## config.mk

```make
export PLATFORM = sky130hd
export DESIGN_NAME = reg_file
export DESIGN_NICKNAME = d
export VERILOG_FILES = /design/src/logic/rv_pkg.sv /design/src/logic/reg_file.sv
export SDC_FILE = /design/constraint.sdc
export NUM_CORES = 2
export LEC_CHECK = 0
export ABC_AREA = 1
export BUFFER_PORTS_ARGS = -buffer_cell sky130_fd_sc_hd__buf_2
export CORE_MARGIN = 2
export CORE_UTILIZATION = 52
export DETAILED_ROUTE_END_ITERATION = 12
export PLACE_DENSITY = 0.68
export SKIP_LAST_GASP = 1
export SYNTH_ARGS = -nofsm -noshare
export SYNTH_HDL_FRONTEND = slang
export SYNTH_SLANG_ARGS = --single-unit
```

## constraint.sdc

```tcl
create_clock -name clk_i -period 4 [get_ports clk_i]
set_clock_uncertainty 0.05 [all_clocks]
set_input_delay 0.4 -clock clk_i [delete_from_list [all_inputs] [get_ports clk_i]]
set_output_delay 0.4 -clock clk_i [all_outputs]
set_load 0.02 [all_outputs]
```

## src/logic/rv_pkg.sv

```systemverilog
// rv32i subset only: word accesses, no csr, no exceptions; unknown opcodes retire as no-ops
`default_nettype none

package rv_pkg;

    localparam int xlen_c       = 32;
    localparam int reg_addr_w_c = 5;

    // major opcodes of the subset
    typedef enum logic [6:0] {
        OPC_OP     = 7'b0110011,
        OPC_OP_IMM = 7'b0010011,
        OPC_LUI    = 7'b0110111,
        OPC_LOAD   = 7'b0000011,
        OPC_STORE  = 7'b0100011,
        OPC_BRANCH = 7'b1100011,
        OPC_JAL    = 7'b1101111
    } opcode_t;

    typedef enum logic [2:0] {
        ALU_ADD,
        ALU_SUB,
        ALU_AND,
        ALU_OR,
        ALU_XOR,
        ALU_SLT,
        ALU_PASS_B
    } alu_op_t;

    typedef struct packed {
        alu_op_t                 alu_op;
        logic [reg_addr_w_c-1:0] rs1;
        logic [reg_addr_w_c-1:0] rs2;
        logic [reg_addr_w_c-1:0] rd;
        logic [xlen_c-1:0]       imm;
        logic                    use_imm;
        logic                    reg_write;
        logic                    is_load;
        logic                    is_store;
        logic                    is_branch;
        logic                    is_jal;
        logic                    branch_ne;
    } decoded_t;

endpackage

`default_nettype wire

```

## src/logic/reg_file.sv

```systemverilog
// x0 is cleared by reset and never written; reads are combinational
`timescale 1ns/1ps
`default_nettype none

module reg_file (
    input  logic                            clk_i,
    input  logic                            arst_n_i,
    input  logic [rv_pkg::reg_addr_w_c-1:0] rs1_addr_i,
    input  logic [rv_pkg::reg_addr_w_c-1:0] rs2_addr_i,
    output logic [rv_pkg::xlen_c-1:0]       rs1_data_o,
    output logic [rv_pkg::xlen_c-1:0]       rs2_data_o,
    input  logic                            we_i,
    input  logic [rv_pkg::reg_addr_w_c-1:0] rd_addr_i,
    input  logic [rv_pkg::xlen_c-1:0]       rd_data_i
);
    import rv_pkg::*;

    logic [xlen_c-1:0] regs_q [0:(1<<reg_addr_w_c)-1];

    always_ff @(posedge clk_i or negedge arst_n_i) begin
        if (!arst_n_i) begin
            for (int i = 0; i < (1 << reg_addr_w_c); i++) begin
                regs_q[i] <= '0;
            end
        end else if (we_i && rd_addr_i != '0) begin
            regs_q[rd_addr_i] <= rd_data_i;
        end
    end

    assign rs1_data_o = regs_q[rs1_addr_i];
    assign rs2_data_o = regs_q[rs2_addr_i];

endmodule

`default_nettype wire

```

# After elaboration in Yosys (flattened, before gate mapping)
# Cells that the tools add are included.
# word_totals
out_inout_bits,64
regBits,1024
# op_classes
order_cmp,4
n_mux,9
bitwise_logic,3
reduce_logical,3
# op_table
cell,count
$bwmux W1024,1
$bmux W32 S5,2
$demux W32 S5,1
$mux W32,5
$ge A6 B6 Y1 const B,3
$not A5 Y6,3
$lt A6 B1 Y1 const B,1
$reduce_bool A5 Y1,1
$logic_and A1 B1 Y1,2

# Longest topological paths before layout
# depth
depth_word,6
depth_mapped,12
mapped_depth_nobuf,9

# Worst setup path after synthesis
# No wires, ideal clock.
# synth_timing
path_kind,input-to-output
start,input port rs2_addr_i[0] (netlist bit)
end,output port rs2_data_o[12] (netlist bit)
n_path_buf,3
t_arrival_ns,1.760
slack_ns,1.790
t_required_ns,3.550
path_stages,12
cell_sequence,buf_2 inv_2 clkbuf_1 clkbuf_1 nand2_1 nand3_1 nand3_1 nand2_1 nand2_1 nand2_1 nand2_1 nand2_1
# synth_between
elab_chain_len,4
# synth_rtl
element,line_no,rtl
start: declaration,reg_file.sv:9,"input logic [rv_pkg::reg_addr_w_c-1:0] rs2_addr_i,"
$not A5 Y6 (implied by the code),reg_file.sv:31,assign rs2_data_o = regs_q[rs2_addr_i];
$bmux W32 S5,reg_file.sv:31,
$mux W32 (implied by the code) (2 in series),reg_file.sv:31,
end: declaration,reg_file.sv:11,"output logic [rv_pkg::xlen_c-1:0] rs2_data_o,"
# Every way passes these cells. The select of a mux whose other input is x is not followed.

# Worst setup path in the final report
# layout_timing
start,input port rs1_addr_i[0] (netlist bit)
end,output port rs1_data_o[8] (netlist bit)
# layout_between
elab_chain_len,4
# layout_rtl
element,line_no,rtl
start: declaration,reg_file.sv:8,"input logic [rv_pkg::reg_addr_w_c-1:0] rs1_addr_i,"
$not A5 Y6 (implied by the code),reg_file.sv:30,assign rs1_data_o = regs_q[rs1_addr_i];
$bmux W32 S5,reg_file.sv:30,
$mux W32 (implied by the code) (2 in series),reg_file.sv:30,
end: declaration,reg_file.sv:10,"output logic [rv_pkg::xlen_c-1:0] rs1_data_o,"
# Every way passes these cells. The select of a mux whose other input is x is not followed.

==> impl_metrics.yaml <==
run_status:
  status: "completed"
run:
  cap_violations: 0
detailed_routing:
  drt_pass1_iterations: 6
  wl_met1_mm: 87.57
  wire_per_inst_um: 23.51
  routed_wl_mm: 220.6
  wl_met2_mm: 93.11
  via_count: 57672
  top_layer_used: "met5"
  viasPerCell: 6.148
  met3_length_mm: 29.25
  ant_nets: 0
  drc: 0
  drtIter0Drc: 8914
cells_and_area:
  largest_reg_flops: 1024
  top_regs: "regs_q (1024)"
  final_cell_area_mm2: 0.06151
  top_register: "regs_q"
  multiInputGateArea_mm2: 0.02765
  seqCellArea_mm2: 0.02562
  synthToLayoutAreaGrowth_pct: 9.631
  fillerInstances: 10078
  nets: 7930
  drive_gt1_frac: 0.06143
clocking:
  htree_levels: 3
  clockRootBuffer: "clkbuf_16"
  cts_made_buffers: 114
  cts_buffer_depth: 3
  clk_latency_ps: 710
  cts_tree: "yes"
  numClockSinks: 1024
  clk_pin_slew_ps: 60
  post-cts-setup-buffers: 0
yosys:
  syn_nets: 8320
  async_flop_share: 1.000
  yosysTopAreaCell: "dfrtp_1"
  netlist_instances: 8270
  synth.avg_cell_area_um2: 6.785
  ys_ff_latch: 1024
  synth_cell_types: 18
  post-synth-top-count-cell: "nand2_1"
  synth_area_leaders: "dfrtp_1, nand2_1, nand3_1, o21ai_0, clkbuf_1"
  syn_area_mm2: 0.05611
  dominantRegCellSynth: "dfrtp_1"
  synthTopCellsByCount: "nand2_1, nand3_1, dfrtp_1"
  synth_top_area_frac: 0.4567
  ys_seq_area_frac: 0.4567
  yosysWarnings: 0
  synth_edf_count: 0
global_routing:
  grt_overflow: 0
  antenna_found_initial: 11
  grt_max_degree: 151
  grt_pass1_wl_mm: 334.4
  gr-usage-all-layers: 0.3937
  grt_pass1_vias: 53881
sta:
  timing.fmax_ghz: 0.3089
  finalCritPeriodShare: 0.8092
  max_slew_margin: 0.1622
  rsz0062_at_grt: "no"
  finalHoldViolations: 0
  maxSlewViolCount: 0
  setup_viol: 0
  fin_setup_tns_ps: 0
  period_minus_slack_ps: 3237
  worst_slew_pin_slew_ps: 1257
floorplanning:
  core-area_mm2: 0.1071
  std_cell_rows: 120
  num_io_pins: 114
  die_width_um: 332.5
  die_y_um: 332.5
  start_util: 0.5241
  dieArea_mm2: 0.1105
worst_setup_path:
  startpoint_type: "input port"
  end_kind: "output port"
  slowest_delay_ps: 440
  rr_worst_depth: 2
  critPathBufInv: 4
  critical_path_peak_fanout: 65
  ff2ff_setup_slack_ps: 3160
  crit_chain: "buf_8 -> inv_8 -> buf_12 -> nand2_1 -> nand3_1 -> nand3_1 -> nand2_1 -> nand2_1 -> nand2_1 -> nand2_1 -> nand2_1 -> buf_2"
  critPathSlowestCell: "inv_8"
  cp_top_family: "buffers and inverters"
  timing.rr.start: "regs_q[353]$_DFFE_PN0P_"
  crit_arrival_ps: 2790
  cp.required_ps: 3550
  crit_top_cell: "nand2_1"
  critical_path_class: "in2out"
  worstReg2RegEnd: "regs_q[353]$_DFFE_PN0P_"
power_and_ir_drop:
  cellLeakagePower_nw: 29.76
  powerDensity_mw_per_mm2: 506.0
  ir_drop_mv: 0.3431
placement:
  dp_hpwl_mm: 117.4
  globalplace.congestion: 0.8642
  port_buffers: 113
  dpl_cell_area_mm2: 0.05761
min_path:
  hold_class: "in2async"
## cell families after synthesis
family	Yosys count	synth area share
AOI/OAI and AO/OA	992	0.08848
DFF	1024	0.4567
and+or+nand+nor	5452	0.4008
buffers and inverters	802	0.05405
## routing by layer
| metal | GRT usage | up-vias |
|---|---|---|
| li1 | - | 26020 |
| met1 | 0.5420 | 27221 |
| met2 | 0.5834 | 3793 |
| met3 | 0.1059 | 630 |
| met4 | 0.1723 | 8 |
| met5 | 0 | - |
## timing repair
| item | 4_1_cts | 5_1_grt |
|---|---|---|
| resized for setup | 0 | 0 |
| hold endpoints to repair | 56 | 0 |
| hold buffers | 1 | 0 |
## how the worst max path moves through the flow
stage                       start             end  slack [ps]  cells after the start
finish              rs1_addr_i[0]   rs1_data_o[8]         760                     12
global route        rs2_addr_i[0]  rs2_data_o[29]         740                     11
CTS                 rs1_addr_i[0]   rs1_data_o[8]         910                     12
detailed placement  rs1_addr_i[0]   rs1_data_o[8]         920                     12
global placement    rs1_addr_i[0]   rs1_data_o[8]         960                     12
floorplan           rs2_addr_i[0]  rs2_data_o[12]        1790                     12
## area by class of cell
type                            instances  share of cell area
Clock buffer                          163             0.05445
Tap cell                             1403             0.02854
Clock inverter                         49            0.008848
Timing Repair Buffer                  244             0.03812
Antenna cell                            2          0.00008136
Inverter                               52            0.003865
Sequential cell                      1024              0.4166
Multi-Input combinational cell       6444              0.4495
## cell usage in the layout (no fill, tap or decap), types with 27 or more instances in the layout
master	n
nand2_1	3713
nand3_1	1536
dfrtp_1	1024
o21ai_0	807
nor2_1	161
a21oi_1	160
clkbuf_16	116
buf_2	104
buf_4	74
buf_12	58
inv_1	36
clkinv_2	35
clkbuf_8	27
## worst reg2reg max path, stage by stage, from the launching register on
cell and delay, ps:
dfrtp_1 400, nand2_1 80, o21ai_0 140
## where the power goes
| part | total (mW) | internal (mW) | leakage (nW) | switching, mW |
|---|---|---|---|---|
| Clock | 11.0 | 6.50 | 1.95 | 4.51 |
| Sequential | 13.9 | 12.3 | 13.2 | 1.58 |
| Combinational | 6.21 | 2.21 | 14.6 | 4.00 |
| Total | 31.1 | 21.0 | 29.8 | 10.1 |
## stage by stage
stage                       util  worst slack, ps  instances  hold slack (ps)  total power [mW]
after global routing      0.5746            741.8       9380            295.8             32.66
final                     0.5746            763.0       9381            235.4             31.13
after floorplan                -             1790       8270            54.41             17.93
after global placement    0.5381            963.0       9166            336.9             19.86
after CTS                 0.5746            913.9       9379            249.8             30.98
after detailed placement  0.5381            915.6       9166            338.7             20.08
No activity file was read; power rests on OpenSTA's default activity.
