`src/logic/rv_pkg.sv`:
```
// rv32i subset only: word accesses, no csr, no exceptions; unknown opcodes retire as no-ops
`default_nettype none

package rv_pkg;

    localparam int xlen_c       = 32;
    localparam int reg_addr_w_c = 5;

    // major opcodes of the subset
    typedef enum logic [6:0] {
        OPC_OP     = 7'b0110011,
        OPC_OP_IMM = 7'b0010011,
        OPC_LUI    = 7'b0110111,
        OPC_LOAD   = 7'b0000011,
        OPC_STORE  = 7'b0100011,
        OPC_BRANCH = 7'b1100011,
        OPC_JAL    = 7'b1101111
    } opcode_t;

    typedef enum logic [2:0] {
        ALU_ADD,
        ALU_SUB,
        ALU_AND,
        ALU_OR,
        ALU_XOR,
        ALU_SLT,
        ALU_PASS_B
    } alu_op_t;

    typedef struct packed {
        alu_op_t                 alu_op;
        logic [reg_addr_w_c-1:0] rs1;
        logic [reg_addr_w_c-1:0] rs2;
        logic [reg_addr_w_c-1:0] rd;
        logic [xlen_c-1:0]       imm;
        logic                    use_imm;
        logic                    reg_write;
        logic                    is_load;
        logic                    is_store;
        logic                    is_branch;
        logic                    is_jal;
        logic                    branch_ne;
    } decoded_t;

endpackage

`default_nettype wire

```
`src/logic/mem_if.sv`:
```
// word-addressed memory port; a read's rdata follows its accepted request by exactly one cycle
`timescale 1ns/1ps
`default_nettype none

interface mem_if #(
    parameter int mem_addr_w = 10
);
    import rv_pkg::*;

    logic                  req;
    logic                  we;
    logic [mem_addr_w-1:0] addr;
    logic [xlen_c-1:0]     wdata;
    logic                  gnt;
    logic                  rvalid;
    logic [xlen_c-1:0]     rdata;

    // accepted when req and gnt are both high
    modport requester (
        output req, we, addr, wdata,
        input  gnt, rvalid, rdata
    );

    modport responder (
        input  req, we, addr, wdata,
        output gnt, rvalid, rdata
    );

endinterface

`default_nettype wire

```
`src/logic/fetch_unit.sv`:
```
// one fetch in flight at most; the memory's read register serves as the instruction register
`timescale 1ns/1ps
`default_nettype none

module fetch_unit #(
    parameter int mem_addr_w = 10
)
(
    input  logic                      clk_i,
    input  logic                      arst_n_i,
    input  logic                      run_i,
    input  logic                      stall_i,
    input  logic                      redirect_i,
    input  logic [rv_pkg::xlen_c-1:0] redirect_pc_i,
    mem_if.requester                  mem,
    output logic [rv_pkg::xlen_c-1:0] instr_o,
    output logic [rv_pkg::xlen_c-1:0] instr_pc_o,
    output logic                      instr_valid_o
);
    import rv_pkg::*;

    logic [xlen_c-1:0] pc_q;
    logic [xlen_c-1:0] fetch_pc_q;
    logic              drop_q;
    logic              fetch_acc;

    // no new fetch while execute holds a load
    assign mem.req   = run_i & ~stall_i;
    assign mem.we    = 1'b0;
    assign mem.wdata = '0;
    assign mem.addr  = pc_q[mem_addr_w+1:2];

    assign fetch_acc = mem.req & mem.gnt;

    always_ff @(posedge clk_i or negedge arst_n_i) begin
        if (!arst_n_i) begin
            pc_q       <= '0;
            fetch_pc_q <= '0;
            drop_q     <= 1'b0;
        end else begin
            if (redirect_i) begin
                pc_q <= redirect_pc_i;
            end else if (fetch_acc) begin
                pc_q <= pc_q + 32'd4;
            end
            if (fetch_acc) begin
                fetch_pc_q <= pc_q;
            end
            // the word fetched alongside a redirect is on the wrong path
            drop_q <= redirect_i;
        end
    end

    assign instr_o       = mem.rdata;
    assign instr_pc_o    = fetch_pc_q;
    assign instr_valid_o = mem.rvalid & ~drop_q;

endmodule

`default_nettype wire

```
`src/flat_wrapper.sv`:
```
// flat-port wrapper written by rule: the top's interface ports become plain ports
module fetch_unit_flat import rv_pkg::*;
#(
    parameter int mem_addr_w = 10
)
  (clk_i, arst_n_i, run_i, stall_i, redirect_i, redirect_pc_i, instr_o, instr_pc_o, instr_valid_o, mem_req, mem_we, mem_addr, mem_wdata, mem_gnt, mem_rvalid, mem_rdata);
  mem_if #(.mem_addr_w(mem_addr_w)) mem_i ();
  input  logic clk_i;
  input  logic arst_n_i;
  input  logic run_i;
  input  logic stall_i;
  input  logic redirect_i;
  input  logic [rv_pkg::xlen_c-1:0] redirect_pc_i;
  output logic [rv_pkg::xlen_c-1:0] instr_o;
  output logic [rv_pkg::xlen_c-1:0] instr_pc_o;
  output logic instr_valid_o;
  output wire logic [$bits(mem_i.req)-1:0] mem_req;
  output wire logic [$bits(mem_i.we)-1:0] mem_we;
  output wire logic [$bits(mem_i.addr)-1:0] mem_addr;
  output wire logic [$bits(mem_i.wdata)-1:0] mem_wdata;
  input wire logic [$bits(mem_i.gnt)-1:0] mem_gnt;
  input wire logic [$bits(mem_i.rvalid)-1:0] mem_rvalid;
  input wire logic [$bits(mem_i.rdata)-1:0] mem_rdata;
  assign mem_req = mem_i.req;
  assign mem_we = mem_i.we;
  assign mem_addr = mem_i.addr;
  assign mem_wdata = mem_i.wdata;
  assign mem_i.gnt = mem_gnt;
  assign mem_i.rvalid = mem_rvalid;
  assign mem_i.rdata = mem_rdata;
  fetch_unit #(.mem_addr_w(mem_addr_w)) u_core (.clk_i(clk_i), .arst_n_i(arst_n_i), .run_i(run_i), .stall_i(stall_i), .redirect_i(redirect_i), .redirect_pc_i(redirect_pc_i), .mem(mem_i), .instr_o(instr_o), .instr_pc_o(instr_pc_o), .instr_valid_o(instr_valid_o));
endmodule
```
`config.mk`:
```
export PLATFORM = sky130hd
export DESIGN_NAME = fetch_unit_flat
export DESIGN_NICKNAME = d
export VERILOG_FILES = /design/src/logic/rv_pkg.sv /design/src/logic/mem_if.sv /design/src/logic/fetch_unit.sv /design/src/flat_wrapper.sv
export SDC_FILE = /design/constraint.sdc
export NUM_CORES = 1
export LEC_CHECK = 0
export ABC_AREA = 1
export BUFFER_PORTS_ARGS = -buffer_cell sky130_fd_sc_hd__buf_2
export CAP_MARGIN = 10
export CORE_MARGIN = 2
export CORE_UTILIZATION = 40
export DETAILED_ROUTE_END_ITERATION = 12
export GPL_TIMING_DRIVEN = 1
export PLACE_DENSITY = 0.75
export REMOVE_ABC_BUFFERS = 1
export SLEW_MARGIN = 25
export SYNTH_ARGS = -nofsm -noshare
export SYNTH_HDL_FRONTEND = slang
export SYNTH_SLANG_ARGS = --single-unit
```
`constraint.sdc`:
```
create_clock -name clk_i -period 1.4 [get_ports clk_i]
set_clock_uncertainty 0.15 [all_clocks]
set_input_delay 0 -clock clk_i [delete_from_list [all_inputs] [get_ports clk_i]]
set_output_delay 0 -clock clk_i [all_outputs]
set_load 0.1 [all_outputs]
```
### After elaboration in Yosys (flattened, before gate mapping)

Cells that the tools add are included.

| word-level totals | value |
|---|---|
| register bits after elaboration | 65 |
| input port bits | 71 |
| output and inout bits | 109 |
| word-level logic and storage cells | 12 |

| cells by class | value |
|---|---|
| add/sub/neg operators | 1 |
| mux-type cells | 2 |
| bitwise logic cells | 5 |
| reduce and logical (&&, ||, !) cells | 1 |

Operators by type and width:

| operator | number |
|---|---|
| 32-bit 2-to-1 mux | 2 |
| 32-bit by 3-bit adder with 32-bit output (second input constant) | 1 |
| 1-bit bitwise AND | 3 |
| 1-bit NOT | 2 |
| 2-bit nonzero test | 1 |

### Longest topological paths before layout

| logic depth | value |
|---|---|
| depth after elaboration | 5 |
| gate-level depth with buffers | 9 |
| depth with buffers taken out | 9 |

### Worst setup path before layout

OpenSTA, ideal clock, no wires.

| path | value |
|---|---|
| path kind | input to register |
| from | in run_i |
| to | reg u_core.fetch_pc_q[0] (netlist: u_core.instr_pc_o[0]) |
| library setup time | 0.130 ns |
| arrival time | 1.545 ns |
| path slack | -0.425 ns |
| stages | 7 |
| buffers on the path | 2 |
| cell sequence | inv_1 nor2_2 nand2_1 buf_2 clkbuf_1 nand2_1 o21ai_0 |

| on the way | value |
|---|---|
| longest elaborated chain between the ends | 2 |

Ends and longest elaborated chain:

| element | RTL line | text |
|---|---|---|
| start, declared | flat_wrapper.sv:10 | `input logic run_i;` |
| 1-bit bitwise AND | fetch_unit.sv:28 | `assign mem.req = run_i & ~stall_i;` |
| net mem_req | flat_wrapper.sv:17 | `output wire logic [$bits(mem_i.req)-1:0] mem_req;` |
| 1-bit bitwise AND | fetch_unit.sv:33 | `assign fetch_acc = mem.req & mem.gnt;` |
| end signal, assigned | fetch_unit.sv:47 | `fetch_pc_q <= pc_q;` |
| end, declared | fetch_unit.sv:23 | `logic [xlen_c-1:0] fetch_pc_q;` |

The timed path passes the listed nets, and every way through them passes these cells.
A chain may end at the register's enable or synchronous reset.

### Final worst setup path

| path | value |
|---|---|
| from | reg u_core.pc_q[5] |
| to | reg u_core.pc_q[18] |

| on the way | value |
|---|---|
| longest elaborated chain between the ends | 3 |

Ends and longest elaborated chain:

| element | RTL line | text |
|---|---|---|
| start, declared | fetch_unit.sv:22 | `logic [xlen_c-1:0] pc_q;` |
| start signal, assigned | fetch_unit.sv:42 | `pc_q <= redirect_pc_i;` |
| start signal, assigned | fetch_unit.sv:44 | `pc_q <= pc_q + 32'd4;` |
| 32-bit by 3-bit adder with 32-bit output | fetch_unit.sv:44 |  |
| 32-bit 2-to-1 mux | fetch_unit.sv:43 | `end else if (fetch_acc) begin` |
| 32-bit 2-to-1 mux | fetch_unit.sv:41 | `if (redirect_i) begin` |

No other way between the ends. The select of a mux whose other input is x is not followed.

==> impl.org <==
** Timing
- Final setup violating endpoints :: 31
- Final worst path period share :: 117%
- Final critical delay including setup and external delays :: 1.64 ns
- Derived from the worst setup path, the maximum achievable clock frequency is 609 MHz.
- At the pin with the least slew margin, the transition time is 1.09 ns.
- Crit path setup slack, layout :: -0.243 ns
- Setup total negative slack on the finished layout was measured at -3.61 ns.
- The total count of hold-check failures in the final report came to 0.
- Setup repair after global routing could not meet its margin everywhere.
- Count of pins over their slew limit :: 0
- Measured against its own limit, the worst slew margin works out to a little over a quarter.

** Clocking
- TritonCTS clock tree :: done
- No sink is reached through more buffers than the 2 on the longest clock path.
- Clock tree synthesis inserted a total of 9 buffers.
- The clock net in this run drives a total of 65 sinks.
- Clock-pin slew was measured on the worst setup and hold paths at 0.09 ns.
- Worst-Skew Late Latency :: around 0.37 ns
- Clock tree synthesis selected as its root buffer the cell sky130_fd_sc_hd__clkbuf_8.
- H-Tree Depth :: 3

** Setup path
- Worst Path Max Fanout :: 5
- Required time at the worst-slack endpoint :: 1.49 ns
- Data arrives at the worst endpoint at 1.74 ns.
- STA classifies the critical path endpoint as a flip-flop.
- The worst setup path is launched from a flip-flop.
- Type of the worst setup path :: reg -> reg

** Floorplanning
- In this run the standard cell core region covers 9770 µm².
- In this run the core area contains 36 standard-cell rows.
- Width of the chip :: 104 µm
- Floorplan die height :: around 100 µm
- Count of boundary I/O pins :: 180
- The die covers 10900 µm².
- For this configuration, the core starts out at a cell density of roughly two fifths.

** Placement
- Estimated wirelength of the detail-placed design :: 8.51 mm
- Post-Place Setup Slack :: -0.157 ns
- In this run, placement finished with an instance count of 752.
- Post-placement cell area :: 4530 µm²
- The count of buffers added on input and output ports is 82.
- Global placement routability congestion :: 0.870

** Routing
- The final route contains 4285 vias.
- Residual antenna-violating net count after detailed routing :: 0
- Number of design rule violations left after detail routing :: 0
- Using the TritonRoute via totals, the vias-per-cell ratio works out to 5.02.
- The detailed router finished its first iteration with 359 violations.
- For this run, the detailed router's first-pass iteration total came to 5.
- After detailed routing, the total wire length is 14.7 mm.
- Avg WL per Cell :: 17.3 µm

** Global routing
- After global routing the overflow that remains totals 0.
- GRT Overall Usage :: 26.2%
- The initial antenna violation count was 0.
- Number of global-route vias before repair :: 4089
- Entering global routing, the biggest net connects between 60 and 70 pins.
- The first global-routing pass estimated 22.2 mm of wire.

** Layout
- From synthesis to final layout, the design area changed by 42.4%.
- For this run, the number of standard cells in the final layout without fillers is around 850.
- The post-route netlist has 29.4% of its cells at a drive strength greater than 1.
- For this run, the post-layout net count is 785.
- The finished cells cover 5750 µm².

** Synth
- After synthesis, the largest family of logic cells by area is simple AND/OR/NAND/NOR gates.
- Synth warn :: 0
- Of the total synthesized cell area, the portion taken by full adders, half adders and majority gates is 0.310%.
- Post-synthesis compound-gate area fraction :: 9.15%
- Synthesized-area fraction occupied by xor and xnor cells :: about 1.3%
- Mean instance size in the synthesized netlist :: 7.35 µm²
- The number of different library cells used by synthesis comes to 26.
- Post-synthesis instance area :: 4040 µm²
- Synthesis handed over a netlist of 549 instances.
- Number of synthesized register bits :: 65
- Summing the areas of all and, or, nand and nor instances in the mapped netlist gives 27.5% of the synthesized area.
- Measured against the total synthesized area, the mux share comes to 0.279%.
- Portion of the post-synthesis area used by sequential elements :: between 40% and 50%

** Outcome
- The run finished, with violations left.
- Violations in the final reports :: negative setup slack

** Power and ir drop
- Across the VDD grid, the largest voltage drop is 727 µV.
- The internal power of the cells totals approximately 3.5 mW.
- Sw frac :: 53.2%
- The analysis attributes to cell leakage a power of 2.85 nW.
- Share of total power in the clock network :: roughly 20%
- Net Switching :: between 4 and 5 mW
- Power spread over the standard cell area amounts to about 1300 nW/µm².
- Proportion of power drawn by flip-flops and latches :: 31.3%
- Total power for the finished layout comes to between 7 and 8 mW.
- Combinational power share :: 48.8%

** Min path
- Class of the most critical hold timing path :: in -> reg

** Run
- Number of max-cap violations :: 0
-- worst max-delay path, cell delays in order (launching register included) --
cell,delay (ns)
sky130_fd_sc_hd__dfrtp_1,0.49
sky130_fd_sc_hd__inv_1,0.14
sky130_fd_sc_hd__nor2_4,0.21
sky130_fd_sc_hd__nand2_4,0.12
sky130_fd_sc_hd__nor2_4,0.18
sky130_fd_sc_hd__nand2_1,0.08
sky130_fd_sc_hd__nand3_1,0.09
sky130_fd_sc_hd__nand3_1,0.07
-- cells by family after synthesis --
logic type               count (synthesis)
AND/OR/NAND/NOR                        257
buffers and inverters                  149
AO/OA/AOI/OAI                           69
flip-flops                              65
XOR/XNOR                                 6
adder cells (fa/ha/maj)                  1
other                                    1
multiplexers                             1
-- area by class of cell --
cell class | count | area, µm²
repair buffers | 211 | 1690
fillers | 824 | 4030
well taps | 133 | 166
inverters | 59 | 221
multi-input cells | 367 | 1850
flip-flops and latches | 65 | 1630
diodes | 3 | 7.51
clock inverters | 7 | 56.3
clock buffers | 9 | 124
-- Yosys cell counts --
library cell	n	share of area, %
sky130_fd_sc_hd__clkbuf_1	8	0.74
sky130_fd_sc_hd__o211ai_1	4	0.74
sky130_fd_sc_hd__o21ai_0	59	7.3
sky130_fd_sc_hd__inv_2	2	0.19
sky130_fd_sc_hd__buf_2	7	0.87
sky130_fd_sc_hd__dfrtp_1	65	40
sky130_fd_sc_hd__nor2_2	6	0.93
sky130_fd_sc_hd__mux2_2	1	0.28
sky130_fd_sc_hd__buf_4	75	14
sky130_fd_sc_hd__nor2_1	33	3.1
sky130_fd_sc_hd__o21bai_1	4	0.74
sky130_fd_sc_hd__nand3_2	1	0.25
sky130_fd_sc_hd__nand2_1	160	15
sky130_fd_sc_hd__o221ai_1	1	0.22
sky130_fd_sc_hd__conb_1	1	0.093
sky130_fd_sc_hd__nand3_1	43	5.3
sky130_fd_sc_hd__nand2_2	4	0.62
sky130_fd_sc_hd__and2_1	1	0.16
sky130_fd_sc_hd__xor2_1	5	1.1
sky130_fd_sc_hd__nand4_1	2	0.31
sky130_fd_sc_hd__a21oi_1	1	0.12
sky130_fd_sc_hd__nand2_4	2	0.56
sky130_fd_sc_hd__inv_1	57	5.3
sky130_fd_sc_hd__nor2_4	5	1.4
sky130_fd_sc_hd__xnor2_1	1	0.22
sky130_fd_sc_hd__ha_1	1	0.31
-- routing by layer --
| layer | up-vias | track usage, % | share of wire, % |
|---|---|---|---|
| met5 | - | 0 | 0 |
| met4 | 0 | 12.2 | 4.1 |
| met3 | 72 | 4.64 | 8.0 |
| met2 | 280 | 40.8 | 46 |
| met1 | 1997 | 35.4 | 42 |
| li1 | 1936 | - | - |
-- through the flow --
step | util (%) | hold slack (ns)
4_1_cts | 57.1 | 0.0183
6_report | 58.8 | 0.0512
3_3_place_gp | 46.4 | -0.149
3_5_place_dp | 46.4 | -0.149
5_1_grt | 58.7 | 0.0558
2_1_floorplan | - | -0.446
-- cells in the final DEF, fill, tap and decap left out, drive strengths merged, types with 2 or more instances in the layout --
cell type,instances
o21bai,4
o21ai,59
buf,132
inv,60
clkinv,2
o211ai,4
dlygate4sd3,75
nand3,44
diode,3
xor2,5
dlymetal6s4s,2
clkinvlp,4
dfrtp,65
conb,33
nand4,2
nor2,44
nand2,166
clkbuf,11
-- power groups by stage --
stage / registers [mW] / logic, mW / clock network [mW]
2_1_floorplan: 3.80 / 0.830 / 0
3_3_place_gp: 2.34 / 2.95 / 0
3_5_place_dp: 2.35 / 2.97 / 0
4_1_cts: 2.32 / 3.56 / 1.50
5_1_grt: 2.38 / 3.80 / 1.60
6_report: 2.35 / 3.67 / 1.50
-- timing repair --
action	in CTS	in global routing
hold buffers	76	2
hold endpoints to repair	130	3
setup endpoints to repair	28	36
gates resized for setup	30	35
pin swaps	11	7
setup buffers	3	3
-- state kept, by name (all words and copies together) (netlist names) --
| signal | cells |
|---|---|
| u_core.drop_q | 1 |
| u_core.instr_pc_o | 32 |
| u_core.pc_q | 32 |
-- worst paths after layout --
| check | startpoint | to | slack [ns] | depth (start not counted) |
|---|---|---|---|---|
| hold reg to reg | u_core.instr_pc_o[13] | u_core.instr_pc_o[13] | 0.33 | 2 |
| setup reg to reg | u_core.pc_q[5] | u_core.pc_q[18] | -0.24 | 7 |
| max in group asynchronous | arst_n_i | u_core.pc_q[4] | 0.63 | 3 |
| min in group asynchronous | arst_n_i | u_core.instr_pc_o[6] | 0.16 | 3 |
| setup / recovery | u_core.pc_q[5] | u_core.pc_q[18] | -0.24 | 7 |
| hold / removal | redirect_i | u_core.pc_q[10] | 0.05 | 5 |
No activity file was read; power rests on OpenSTA's default activity.
