[src/logic/rv_pkg.sv]
// rv32i subset only: word accesses, no csr, no exceptions; unknown opcodes retire as no-ops
`default_nettype none

package rv_pkg;

    localparam int xlen_c       = 32;
    localparam int reg_addr_w_c = 5;

    // major opcodes of the subset
    typedef enum logic [6:0] {
        OPC_OP     = 7'b0110011,
        OPC_OP_IMM = 7'b0010011,
        OPC_LUI    = 7'b0110111,
        OPC_LOAD   = 7'b0000011,
        OPC_STORE  = 7'b0100011,
        OPC_BRANCH = 7'b1100011,
        OPC_JAL    = 7'b1101111
    } opcode_t;

    typedef enum logic [2:0] {
        ALU_ADD,
        ALU_SUB,
        ALU_AND,
        ALU_OR,
        ALU_XOR,
        ALU_SLT,
        ALU_PASS_B
    } alu_op_t;

    typedef struct packed {
        alu_op_t                 alu_op;
        logic [reg_addr_w_c-1:0] rs1;
        logic [reg_addr_w_c-1:0] rs2;
        logic [reg_addr_w_c-1:0] rd;
        logic [xlen_c-1:0]       imm;
        logic                    use_imm;
        logic                    reg_write;
        logic                    is_load;
        logic                    is_store;
        logic                    is_branch;
        logic                    is_jal;
        logic                    branch_ne;
    } decoded_t;

endpackage

`default_nettype wire

[src/logic/mem_if.sv]
// word-addressed memory port; a read's rdata follows its accepted request by exactly one cycle
`timescale 1ns/1ps
`default_nettype none

interface mem_if #(
    parameter int mem_addr_w = 10
);
    import rv_pkg::*;

    logic                  req;
    logic                  we;
    logic [mem_addr_w-1:0] addr;
    logic [xlen_c-1:0]     wdata;
    logic                  gnt;
    logic                  rvalid;
    logic [xlen_c-1:0]     rdata;

    // accepted when req and gnt are both high
    modport requester (
        output req, we, addr, wdata,
        input  gnt, rvalid, rdata
    );

    modport responder (
        input  req, we, addr, wdata,
        output gnt, rvalid, rdata
    );

endinterface

`default_nettype wire

[src/logic/mem_arbiter.sv]
// data always beats fetch; one read outstanding at a time, tracked by the owner bit
`timescale 1ns/1ps
`default_nettype none

module mem_arbiter #(
    parameter int mem_addr_w = 10
)
(
    input  logic      clk_i,
    input  logic      arst_n_i,
    mem_if.responder  data_port,
    mem_if.responder  fetch_port,
    mem_if.requester  mem
);

    logic                  data_sel;
    logic                  owner_q;
    logic [mem_addr_w-1:0] addr_sel;

    assign data_sel = data_port.req;

    // same-cycle grants, at most one high
    assign data_port.gnt  = data_sel & mem.gnt;
    assign fetch_port.gnt = ~data_sel & fetch_port.req & mem.gnt;

    assign addr_sel  = data_sel ? data_port.addr : fetch_port.addr;
    assign mem.req   = data_port.req | fetch_port.req;
    assign mem.we    = data_sel ? data_port.we : fetch_port.we;
    assign mem.addr  = addr_sel;
    assign mem.wdata = data_sel ? data_port.wdata : fetch_port.wdata;

    always_ff @(posedge clk_i or negedge arst_n_i) begin
        if (!arst_n_i) begin
            owner_q <= 1'b0;
        end else if (mem.req && mem.gnt && !mem.we) begin
            owner_q <= data_sel;
        end
    end

    // response goes back to whoever issued the read
    assign data_port.rvalid  = mem.rvalid & owner_q;
    assign fetch_port.rvalid = mem.rvalid & ~owner_q;
    assign data_port.rdata   = mem.rdata;
    assign fetch_port.rdata  = mem.rdata;

endmodule

`default_nettype wire

[src/flat_wrapper.sv]
// flat-port wrapper written by rule: the top's interface ports become plain ports
module mem_arbiter_flat 
#(
    parameter int mem_addr_w = 10
)
  (clk_i, arst_n_i, data_port_req, data_port_we, data_port_addr, data_port_wdata, data_port_gnt, data_port_rvalid, data_port_rdata, fetch_port_req, fetch_port_we, fetch_port_addr, fetch_port_wdata, fetch_port_gnt, fetch_port_rvalid, fetch_port_rdata, mem_req, mem_we, mem_addr, mem_wdata, mem_gnt, mem_rvalid, mem_rdata);
  mem_if #(.mem_addr_w(mem_addr_w)) data_port_i ();
  mem_if #(.mem_addr_w(mem_addr_w)) fetch_port_i ();
  mem_if #(.mem_addr_w(mem_addr_w)) mem_i ();
  input  logic clk_i;
  input  logic arst_n_i;
  input wire logic [$bits(data_port_i.req)-1:0] data_port_req;
  input wire logic [$bits(data_port_i.we)-1:0] data_port_we;
  input wire logic [$bits(data_port_i.addr)-1:0] data_port_addr;
  input wire logic [$bits(data_port_i.wdata)-1:0] data_port_wdata;
  output wire logic [$bits(data_port_i.gnt)-1:0] data_port_gnt;
  output wire logic [$bits(data_port_i.rvalid)-1:0] data_port_rvalid;
  output wire logic [$bits(data_port_i.rdata)-1:0] data_port_rdata;
  input wire logic [$bits(fetch_port_i.req)-1:0] fetch_port_req;
  input wire logic [$bits(fetch_port_i.we)-1:0] fetch_port_we;
  input wire logic [$bits(fetch_port_i.addr)-1:0] fetch_port_addr;
  input wire logic [$bits(fetch_port_i.wdata)-1:0] fetch_port_wdata;
  output wire logic [$bits(fetch_port_i.gnt)-1:0] fetch_port_gnt;
  output wire logic [$bits(fetch_port_i.rvalid)-1:0] fetch_port_rvalid;
  output wire logic [$bits(fetch_port_i.rdata)-1:0] fetch_port_rdata;
  output wire logic [$bits(mem_i.req)-1:0] mem_req;
  output wire logic [$bits(mem_i.we)-1:0] mem_we;
  output wire logic [$bits(mem_i.addr)-1:0] mem_addr;
  output wire logic [$bits(mem_i.wdata)-1:0] mem_wdata;
  input wire logic [$bits(mem_i.gnt)-1:0] mem_gnt;
  input wire logic [$bits(mem_i.rvalid)-1:0] mem_rvalid;
  input wire logic [$bits(mem_i.rdata)-1:0] mem_rdata;
  assign data_port_i.req = data_port_req;
  assign data_port_i.we = data_port_we;
  assign data_port_i.addr = data_port_addr;
  assign data_port_i.wdata = data_port_wdata;
  assign data_port_gnt = data_port_i.gnt;
  assign data_port_rvalid = data_port_i.rvalid;
  assign data_port_rdata = data_port_i.rdata;
  assign fetch_port_i.req = fetch_port_req;
  assign fetch_port_i.we = fetch_port_we;
  assign fetch_port_i.addr = fetch_port_addr;
  assign fetch_port_i.wdata = fetch_port_wdata;
  assign fetch_port_gnt = fetch_port_i.gnt;
  assign fetch_port_rvalid = fetch_port_i.rvalid;
  assign fetch_port_rdata = fetch_port_i.rdata;
  assign mem_req = mem_i.req;
  assign mem_we = mem_i.we;
  assign mem_addr = mem_i.addr;
  assign mem_wdata = mem_i.wdata;
  assign mem_i.gnt = mem_gnt;
  assign mem_i.rvalid = mem_rvalid;
  assign mem_i.rdata = mem_rdata;
  mem_arbiter #(.mem_addr_w(mem_addr_w)) u_core (.clk_i(clk_i), .arst_n_i(arst_n_i), .data_port(data_port_i), .fetch_port(fetch_port_i), .mem(mem_i));
endmodule
[config.mk]
export PLATFORM = sky130hd
export DESIGN_NAME = mem_arbiter_flat
export DESIGN_NICKNAME = d
export VERILOG_FILES = /design/src/logic/rv_pkg.sv /design/src/logic/mem_if.sv /design/src/logic/mem_arbiter.sv /design/src/flat_wrapper.sv
export SDC_FILE = /design/constraint.sdc
export NUM_CORES = 1
export LEC_CHECK = 0
export BUFFER_PORTS_ARGS = -buffer_cell sky130_fd_sc_hd__buf_2
export CELL_PAD_IN_SITES_DETAIL_PLACEMENT = 1
export CELL_PAD_IN_SITES_GLOBAL_PLACEMENT = 2
export CORE_UTILIZATION = 11
export CTS_BUF_LIST = sky130_fd_sc_hd__clkbuf_8
export CTS_CLUSTER_SIZE = 25
export DETAILED_ROUTE_END_ITERATION = 12
export GPL_TIMING_DRIVEN = 0
export PLACE_DENSITY_LB_ADDON = 0.1
export SYNTH_ARGS = -nofsm -noshare
export SYNTH_HDL_FRONTEND = slang
export SYNTH_SLANG_ARGS = --single-unit
[constraint.sdc]
create_clock -name clk_i -period 1.41 [get_ports clk_i]
set_input_delay 0.141 -clock clk_i [delete_from_list [all_inputs] [get_ports clk_i]]
set_output_delay 0.141 -clock clk_i [all_outputs]
set_load 0.005 [all_outputs]
# [After elaboration in Yosys (flattened, before gate mapping)]
# Index checks and enable logic that the tools add are counted.
[word_totals] out_inout_bits=112 register_bits=1 elab_cells=15 inputBits=124
[classes] reduce_logical=3 n_mux=3 bitwise=8
[op_table] operator="$mux W32" n=1
[op_table] operator="$mux W10" n=1
[op_table] operator="$and A1 B1 Y1" n=5
[op_table] operator="$logic_and A1 B1 Y1" n=2
[op_table] operator="$not A1 Y1" n=2
[op_table] operator="$logic_not A1 Y1" n=1
[op_table] operator="$mux W1" n=1
[op_table] operator="$or A1 B1 Y1" n=1

# [Longest topological paths before layout]
# Gate-level depths: netlist of the first run.
[depth] depth_word=3 depth_mapped=3 depth_no_buf=2

# [Least setup slack after synthesis of the first run]
# Ideal clock, no wire load.
[synth_path] path_type="input-to-output" from="input data_port_req" to="output mem_wdata[21]" arrival_ns=0.724 stages=3 required_ns=1.269 setup_slack_ns=0.545 n_path_buf=2 cell_sequence="buf_6 > buf_6 > mux2_4"
[synth_via] elab_chain_len=1
[synth_rtl] item="start: declaration" line_no="flat_wrapper.sv:12" source="input wire logic [$bits(data_port_i.req)-1:0] data_port_req;"
[synth_rtl] item="$mux W32" line_no="mem_arbiter.sv:30" source="assign mem.wdata = data_sel ? data_port.wdata : fetch_port.wdata;"
[synth_rtl] item="end: declaration" line_no="flat_wrapper.sv:29" source="output wire logic [$bits(mem_i.wdata)-1:0] mem_wdata;"
# No other way between the ends.

# [Final worst setup path of the first run]
[layout_path] from="input data_port_req" to="output mem_wdata[30]"
# The elaborated chain is that of the path after synthesis.

==> key figures, run 1 <==
Global route
  – Largest net degree at the start of global routing: 11
  – Grt total ovfl: 0
  – Number of global-route vias before repair: 1565
  – Gr usage total: roughly 8.4%
  – Global-route wire length before repair: 7.45 mm
  – Initial antenna violation count: 0

Setup path
  – Most common cell on crit path: buf_6
  – Worst endpoint required time: between 1000 and 1500 ps
  – CP bufs+invs: 3
  – Setup CP Type: in2out
  – CP max stage delay: between 300 and 400 ps
  – CP Cell Sequence: buf_6 -> buf_6 -> mux2_4 -> buf_2
  – Crit path max fanout: 10
  – Crit Reg-Reg Endpoint: u_core.owner_q
  – CP Capture Type: primary output
  – Crit start category: input pin
  – Critical path arrival: about 910 ps
  – Delay-heaviest family, CP: buffers and inverters
  – Register-to-Register Path Depth: 2
  – CP max-delay cell: mux2_4
  – Critical R2R Launch: u_core.owner_q
  – Reg2Reg Setup Slack: approximately 500 ps

STA
  – Final max-slew violation count: 0
  – Max Fclk: around 950 MHz
  – Max transition margin: a little under nine tenths
  – Clock skew: 0 ps
  – Final hold violation count: 0
  – Final Setup Violations: 0
  – Tmin final: 1050 ps
  – Worst Max-Slew Pin Slew: roughly 220 ps
  – Final Cycle Share: between 70% and 80%
  – RSZ-0062 raised after global routing: false
  – Setup_tns: 0 ps

Drt
  – Drt via density: ~3.4
  – Final WL: roughly 5.3 mm
  – Total number of vias: roughly 1600
  – Routed Antenna Nets: 0
  – DR WL/cell: approximately 12 um
  – DRC: 0
  – 1st-pass router iterations: 3
  – Initial drt markers: 13

Logic synthesis
  – Cell area after synthesis: about 0.0012 mm2
  – Synth cell types: 13
  – Post-synthesis compound-gate area fraction: less than 1%
  – Synth Area in Simple Gates: roughly 4.4%
  – Ys Warns: 0
  – Number of synthesized register bits: 1
  – Largest family of logic cells by synthesized area: multiplexers
  – Post-Syn Instances: around 120
  – Adder-cell area share of the yosys netlist: 0%
  – Share of the yosys chip area belonging to registers: under 10%
  – Post-synthesis xor/xnor area fraction: 0%
  – Synthesized Nets: 247
  – Syn avg cell area: roughly 9.4 um2
  – Mux cell area share after synthesis: a little under half

Floorplanning
  – Die ar.: ~0.011 mm2
  – Height of the die: approximately 100 um
  – Die W: approximately 100 um
  – IO Count: around 240
  – Site Rows: 37
  – Initial Util: 11.3%
  – Core area: between 0.01 and 0.015 mm2

Min path
  – Min-Delay Endpoint: data_port_rdata[18]
  – HP Start: mem_rdata[18]
  – HP Class: in2out
  – Hold depth: 2

Power and ir drop
  – Pleak: between 1 and 1.5 nW
  – Pwr Total: 710 uW
  – P per Cell Area: 302 mW/mm2
  – Worst vdd ir: around 0.000064 V

Placement
  – Final GP Congestion: 0.668
  – HPWL after DPL: around 5 mm
  – Number of I/O port buffers: about 200

Run status
  – Status: complete, no violations

Finish
  – Fin nets: about 450
  – Most flop-heavy register: u_core.owner_q
  – Diode count: 0
  – Biggest regs: u_core.owner_q (1)
  – Share of cells above drive strength 1: slightly below 100%
  – Max reg flops: 1
  – Area growth, synth to finish: 103%

Job
  – Max-Cap Viols: 0

Clock tree
  – Post-CTS Resized: 0
  – Skew-Pair Late Insertion Delay: 0 ps
## stage by stage
stage	utilization, %	instance area [um2]	cells	setup slack (ps)	hold WS [ps]
global route	22.9	2350	462	318	452
floorplan	-	1160	123	545	-155
detailed placement	22.8	2340	461	342	-79.8
CTS	22.9	2350	462	339	448
finish	22.9	2350	462	355	447
global placement	22.8	2340	461	334	-80.4
## cell families (layout without fill, tap and decap cells)
group	after synthesis	count (layout)
buffers and inverters	69	272
muxes	43	43
DFF	1	1
and+or+nand+nor	9	9
AOI/OAI and AO/OA	1	1
## worst max-delay path by stage
stage,to,start,depth (start not counted),slack [ps]
CTS,mem_wdata[30],data_port_req,4,340
detailed placement,mem_wdata[30],data_port_req,4,340
global placement,mem_wdata[30],data_port_req,4,330
global route,mem_wdata[25],data_port_req,4,320
floorplan,mem_wdata[21],data_port_req,3,550
finish,mem_wdata[30],data_port_req,4,360
## where the power goes
group,internal (mW),total (mW),switching [mW],leakage (nW)
Sequential,0.0329,0.0365,0.00363,0.0128
Combinational,0.455,0.674,0.218,1.40
Clock,0,0,0,0
Total,0.488,0.710,0.222,1.41
## repair_timing
action / 4_1_cts / 5_1_grt
endpoints found under the hold margin: 1 / 0
endpoints found under the setup margin: 0 / 0
buffers inserted: 0 / 0
hold buffers: 1 / 0
## cells in the final DEF, fill, tap and decap left out
cell type / instances
and2_1: 2
buf_2: 204
buf_4: 64
buf_6: 3
dfrtp_1: 1
dlygate4sd3_1: 1
mux2_2: 26
mux2_4: 17
nand2_1: 1
nor2_1: 1
nor2b_1: 2
o221a_1: 1
or2_1: 1
or2_2: 2
## layout make-up
class	count	area [um2]
Buffer	69	524
Fill cell	1316	7930
Multi-Input combinational cell	53	611
Sequential cell	1	25.0
Tap cell	136	170
Timing Repair Buffer	203	1020
## worst register-to-register path: cells and delay by family (launching register included)
family / cells / cell delay (ps)
flops: 1 / 380
simple gates: 1 / 290
compound gates: 1 / 110
## synthesized netlist by cell type, drive strengths merged
cell / number / area share [%]
and2: 2 / 1.1
buf: 69 / 45
dfrtp: 1 / 2.2
mux2: 43 / 47
nand2: 1 / 0.32
nor2: 1 / 0.32
nor2b: 2 / 1.1
o221a: 1 / 0.97
or2: 3 / 1.6
## metal layers
layer / up-vias / track usage (%) / wire, um
met5: - / 0 / 0
met4: 0 / 0 / 0
met3: 0 / 3.93 / 898
met2: 143 / 18.0 / 2790
met1: 676 / 7.22 / 1650
li1: 753 / - / -
Power figures use the tool's default switching activity.
==> inputs of run 2 (changes only) <==
Settings changed: CORE_UTILIZATION 11 to 10.
Clock period 1.41 ns to 0.94 ns, I/O delays scaled along.
==> run 2 against run 1 <==
Against the previous run:
- utilization decreased by 1.1 points
- critical path depth decreased by 2
- final area increased by 2.6%
- routed wire length increased by 5.5%
- sequential cell count unchanged
- first-iteration DRC count decreased by 15%
- register-to-register slack got worse by 460 ps
- critical path type is now reg2reg
- largest cell class unchanged
==> key figures, run 2 (synthesis results as in run 1) <==
Job
  – Max-Cap Viols: 0

Floorplanning
  – Core area: roughly 0.011 mm2
  – Initial Util: between 10% and 20%
  – Die ar.: about 0.012 mm2
  – Site Rows: 38
  – Die W: roughly 110 um
  – Height of the die: ~110 um
  – IO Count: 236

Setup path
  – Critical path arrival: between 700 and 800 ps
  – Worst endpoint required time: around 800 ps
  – CP Capture Type: flop
  – Crit start category: flop
  – Crit path max fanout: 4
  – Setup CP Type: reg2reg
  – Register-to-Register Path Depth: 2
  – Reg2Reg Setup Slack: a little over 40 ps

Min path
  – HP Class: in2out
  – Hold depth: 2

Finish
  – Max reg flops: 1
  – Area growth, synth to finish: 108%
  – Most flop-heavy register: u_core.owner_q
  – Final instance area: 0.00241 mm2
  – Share of cells above drive strength 1: a little over nine tenths
  – Fillcell total: approximately 1400
  – Most frequent cells in the layout: buf_2, buf_4, mux2_2
  – Post-layout util: roughly 22%
  – Diode count: 0
  – Commonest non-fill, non-tap cell in the layout: buf_2
  – Fin nets: ~450
  – Biggest regs: u_core.owner_q (1)

Drt
  – Total number of vias: 1577
  – DRC: 0
  – Initial drt markers: 11
  – Drt via density: about 3.4
  – 1st-pass router iterations: 4
  – Routed Antenna Nets: 0
  – Final WL: roughly 5.6 mm
  – DR WL/cell: around 12 um

Power and ir drop
  – Worst vdd ir: about 0.00021 V
  – Pleak: roughly 1.4 nW
  – P per Cell Area: between 400 and 500 mW/mm2
  – Pwr Total: between 1 and 1.5 mW

Run status
  – Status: complete, no violations

Placement
  – Post-DP Area: 0.00235 mm2
  – Number of I/O port buffers: between 200 and 250
  – HPWL after DPL: 5.32 mm
  – Final GP Congestion: 0.665
  – Worst slack, placed: -35.4 ps

STA
  – Final Cycle Share: a little over nine tenths
  – Tmin final: 899 ps
  – Max transition margin: between 80% and 90%
  – Final setup margin: 41.2 ps
  – Worst Max-Slew Pin Slew: between 150 and 200 ps
  – RSZ-0062 raised after global routing: false
  – Final hold violation count: 0
  – Clock skew: 0 ps
  – Final Setup Violations: 0
  – Final max-slew violation count: 0
  – Max Fclk: around 1100 MHz
  – Setup_tns: 0 ps

Clock tree
  – Clock slew at reported path FFs: 0 ps
  – Skew-Pair Late Insertion Delay: 0 ps
  – Post-CTS setup buffers: 0

Global route
  – Number of global-route vias before repair: approximately 1400
  – Global-route wire length before repair: between 7 and 8 mm
  – Grt total ovfl: 0
  – Initial antenna violation count: 0
  – Gr usage total: between 7 and 8%
  – Largest net degree at the start of global routing: 11
[run 2: changes by cell type in the layout (fill, tap and decap cells not counted)]
cell and delta:
buf_12 +3, clkbuf_16 +1, buf_6 -3, clkbuf_4 +2, buf_2 -2
[run 2: per-stage QoR]
step	std cells	hold WS, ps
after floorplan	123	-202
after global placement	465	-129
after detailed placement	465	-128
after CTS	466	354
after global routing	467	358
final	467	353
[run 2: worst paths after layout]
check,start,endpoint
worst min register to register,u_core.owner_q,u_core.owner_q
min in group asynchronous,arst_n_i,u_core.owner_q
max in group asynchronous,arst_n_i,u_core.owner_q
worst min-delay path,mem_rdata[0],fetch_port_rdata[0]
worst max-delay path,u_core.owner_q,u_core.owner_q
worst max register to register,u_core.owner_q,u_core.owner_q
[run 2: area by class of cell]
class | count | area [um2] | share of cell area [%]
Timing Repair Buffer | 204 | 1050 | 43.4
Buffer | 69 | 556 | 23.0
Sequential cell | 1 | 25.0 | 1.04
Tap cell | 140 | 175 | 7.26
Multi-Input combinational cell | 53 | 611 | 25.3
[run 2: critical path, cell delays in order, from the launching register on]
cell	delay [ps]
dfrtp_1	380
or2_2	280
o221a_1	120
[run 2: what timing repair did]
item | 4_1_cts | 5_1_grt
hold buffers | 1 | 0
endpoints found under the setup margin | 17 | 24
gates resized for setup | 1 | 7
cloned | 0 | 1
endpoints found under the hold margin | 1 | 0
[run 2: report_power, final]
group | total, mW | switching [mW] | internal, mW | leakage (nW)
Clock | 0 | 0 | 0 | 0
Sequential | 0.0542 | 0.00485 | 0.0494 | 0.0128
Combinational | 1.04 | 0.331 | 0.707 | 1.42
Total | 1.09 | 0.335 | 0.756 | 1.44
[run 2: layer usage]
| metal | track usage [%] | up-vias | routed length [um] |
|---|---|---|---|
| li1 | - | 756 | - |
| met1 | 6.68 | 706 | 1550 |
| met2 | 18.0 | 115 | 3340 |
| met3 | 1.60 | 0 | 733 |
| met4 | 0 | 0 | 0 |
| met5 | 0 | - | 0 |
==> inputs of run 3 (changes only) <==
Settings changed: REMOVE_ABC_BUFFERS from default to 1.
==> run 3 against run 2 <==
Against the previous run:
- routed wire length grew 12%
- critical path type unchanged
- hold slack lost 170 ps
- global-route usage grew 1.7 points
- via count shrank 26%
- first-iteration DRC count is the same
==> key figures, run 3 (synthesis results as in run 1) <==
Run status
  – Status: complete, no violations

Setup path
  – Crit path max fanout: 4
  – Critical path arrival: about 770 ps
  – Crit start category: flop
  – CP Capture Type: flop
  – Setup CP Type: reg2reg
  – Worst endpoint required time: 810 ps

Placement
  – Worst slack, placed: -840 ps
  – Post-DP Area: ~0.0015 mm2
  – Placed insts: roughly 330
  – Final GP Congestion: 0.719
  – HPWL after DPL: 5.46 mm
  – Number of I/O port buffers: approximately 140

Finish
  – Fillcell total: 1350
  – Most frequent cells in the layout: buf_2, mux2_2, mux2_4
  – Commonest non-fill, non-tap cell in the layout: buf_2
  – Final std cells w/o fill: roughly 340
  – Most flop-heavy register: u_core.owner_q
  – Post-layout util: 14.1%
  – Share of cells above drive strength 1: 94.9%
  – Diode count: 0
  – Biggest regs: u_core.owner_q (1)
  – Final instance area: between 0.0015 and 0.002 mm2
  – Area growth, synth to finish: 35.1%
  – Fin nets: roughly 320
  – Max reg flops: 1

Drt
  – Routed Antenna Nets: 0
  – Final WL: about 6.3 mm
  – Initial drt markers: 11
  – Total number of vias: between 1000 and 1500
  – DR WL/cell: about 19 um
  – 1st-pass router iterations: 4
  – DRC: 0
  – Drt via density: about 3.5

STA
  – Final setup margin: around 41 ps
  – Max Fclk: between 1000 and 1500 MHz
  – Final Cycle Share: 95.6%
  – Worst Max-Slew Pin Slew: 168 ps
  – Final hold violation count: 0
  – Final Setup Violations: 0
  – RSZ-0062 raised after global routing: false
  – WHS: between 150 and 200 ps
  – Tmin final: between 800 and 900 ps
  – Max transition margin: 88.8%
  – Clock skew: 0 ps
  – Final max-slew violation count: 0

Global route
  – Global-route wire length before repair: 7.85 mm
  – Largest net degree at the start of global routing: 25
  – Number of global-route vias before repair: between 1000 and 1500
  – Initial antenna violation count: 0
  – Gr usage total: under 10%
  – Grt total ovfl: 0

Min path
  – HP Class: in2out

Clock tree
  – Skew-Pair Late Insertion Delay: 0 ps
  – Clock slew at reported path FFs: 0 ps

Job
  – Max-Cap Viols: 0

Power and ir drop
  – Part of the power in registers: roughly 7.5%
  – Pleak: 0.854 nW
  – Worst vdd ir: between 0.0001 and 0.00015 V
  – Sw Pwr: 228 uW
  – P_int: between 400 and 500 uW
  – Sw Ratio: 32.0%
  – P per Cell Area: about 460 mW/mm2
  – Clock share of power: 0%
  – Combinational Power Share: slightly above 90%

Floorplanning
  – IO Count: between 200 and 250
  – Core area: ~0.011 mm2
  – Height of the die: around 110 um
  – Die W: between 100 and 150 um
  – Initial Util: a little over a tenth
  – Die ar.: approximately 0.012 mm2
  – Site Rows: 38
==> run 3: timing repair <==
action	4_1_cts	5_1_grt
endpoints found under the hold margin	1	0
hold buffers	1	0
buffers inserted	0	0
gates resized for setup	6	0
endpoints found under the setup margin	47	0
==> run 3: metrics by stage <==
stage	setup TNS, ps	power, mW
5_1_grt	0	0.786
2_1_floorplan	0	0.301
3_5_place_dp	-36320	0.707
4_1_cts	0	0.733
3_3_place_gp	-36880	0.710
6_report	0	0.713
==> run 3: final timing paths <==
| check | end | depth (start not counted) | start | slack, ps |
|---|---|---|---|---|
| setup reg to reg | u_core.owner_q | 2 | u_core.owner_q | 40 |
| setup / recovery | u_core.owner_q | 2 | u_core.owner_q | 40 |
| min in group asynchronous | u_core.owner_q | 2 | arst_n_i | 400 |
| max in group asynchronous | u_core.owner_q | 2 | arst_n_i | 450 |
| hold / removal | fetch_port_rdata[25] | 0 | mem_rdata[25] | 190 |
| hold reg to reg | u_core.owner_q | 1 | u_core.owner_q | 590 |
==> run 3: layer usage <==
layer	track usage, %	vias to the layer above	share of wire [%]
li1	-	492	-
met1	10.4	498	36
met2	11.1	172	34
met3	11.6	2	28
met4	0	2	0.016
met5	5.36	-	0.89
==> run 3: area by class of cell <==
class | count | area, um2 | area share, %
multi-input combinational | 53 | 611 | 39.0
sequential | 1 | 25.0 | 1.60
tap | 140 | 175 | 11.2
timing repair buffer | 141 | 756 | 48.2
==> run 3: critical path: stages, from the launching register on <==
cell and delay, ps:
dfrtp_1 370, or2_2 280, o221a_1 120
==> run 3: power by group through the flow <==
stage          clock network, mW  logic [mW]  registers [mW]
6_report                       0       0.659          0.0538
3_5_place_dp                   0       0.653          0.0538
5_1_grt                        0       0.731          0.0549
2_1_floorplan                  0       0.249          0.0528
3_3_place_gp                   0       0.655          0.0545
4_1_cts                        0       0.679          0.0539
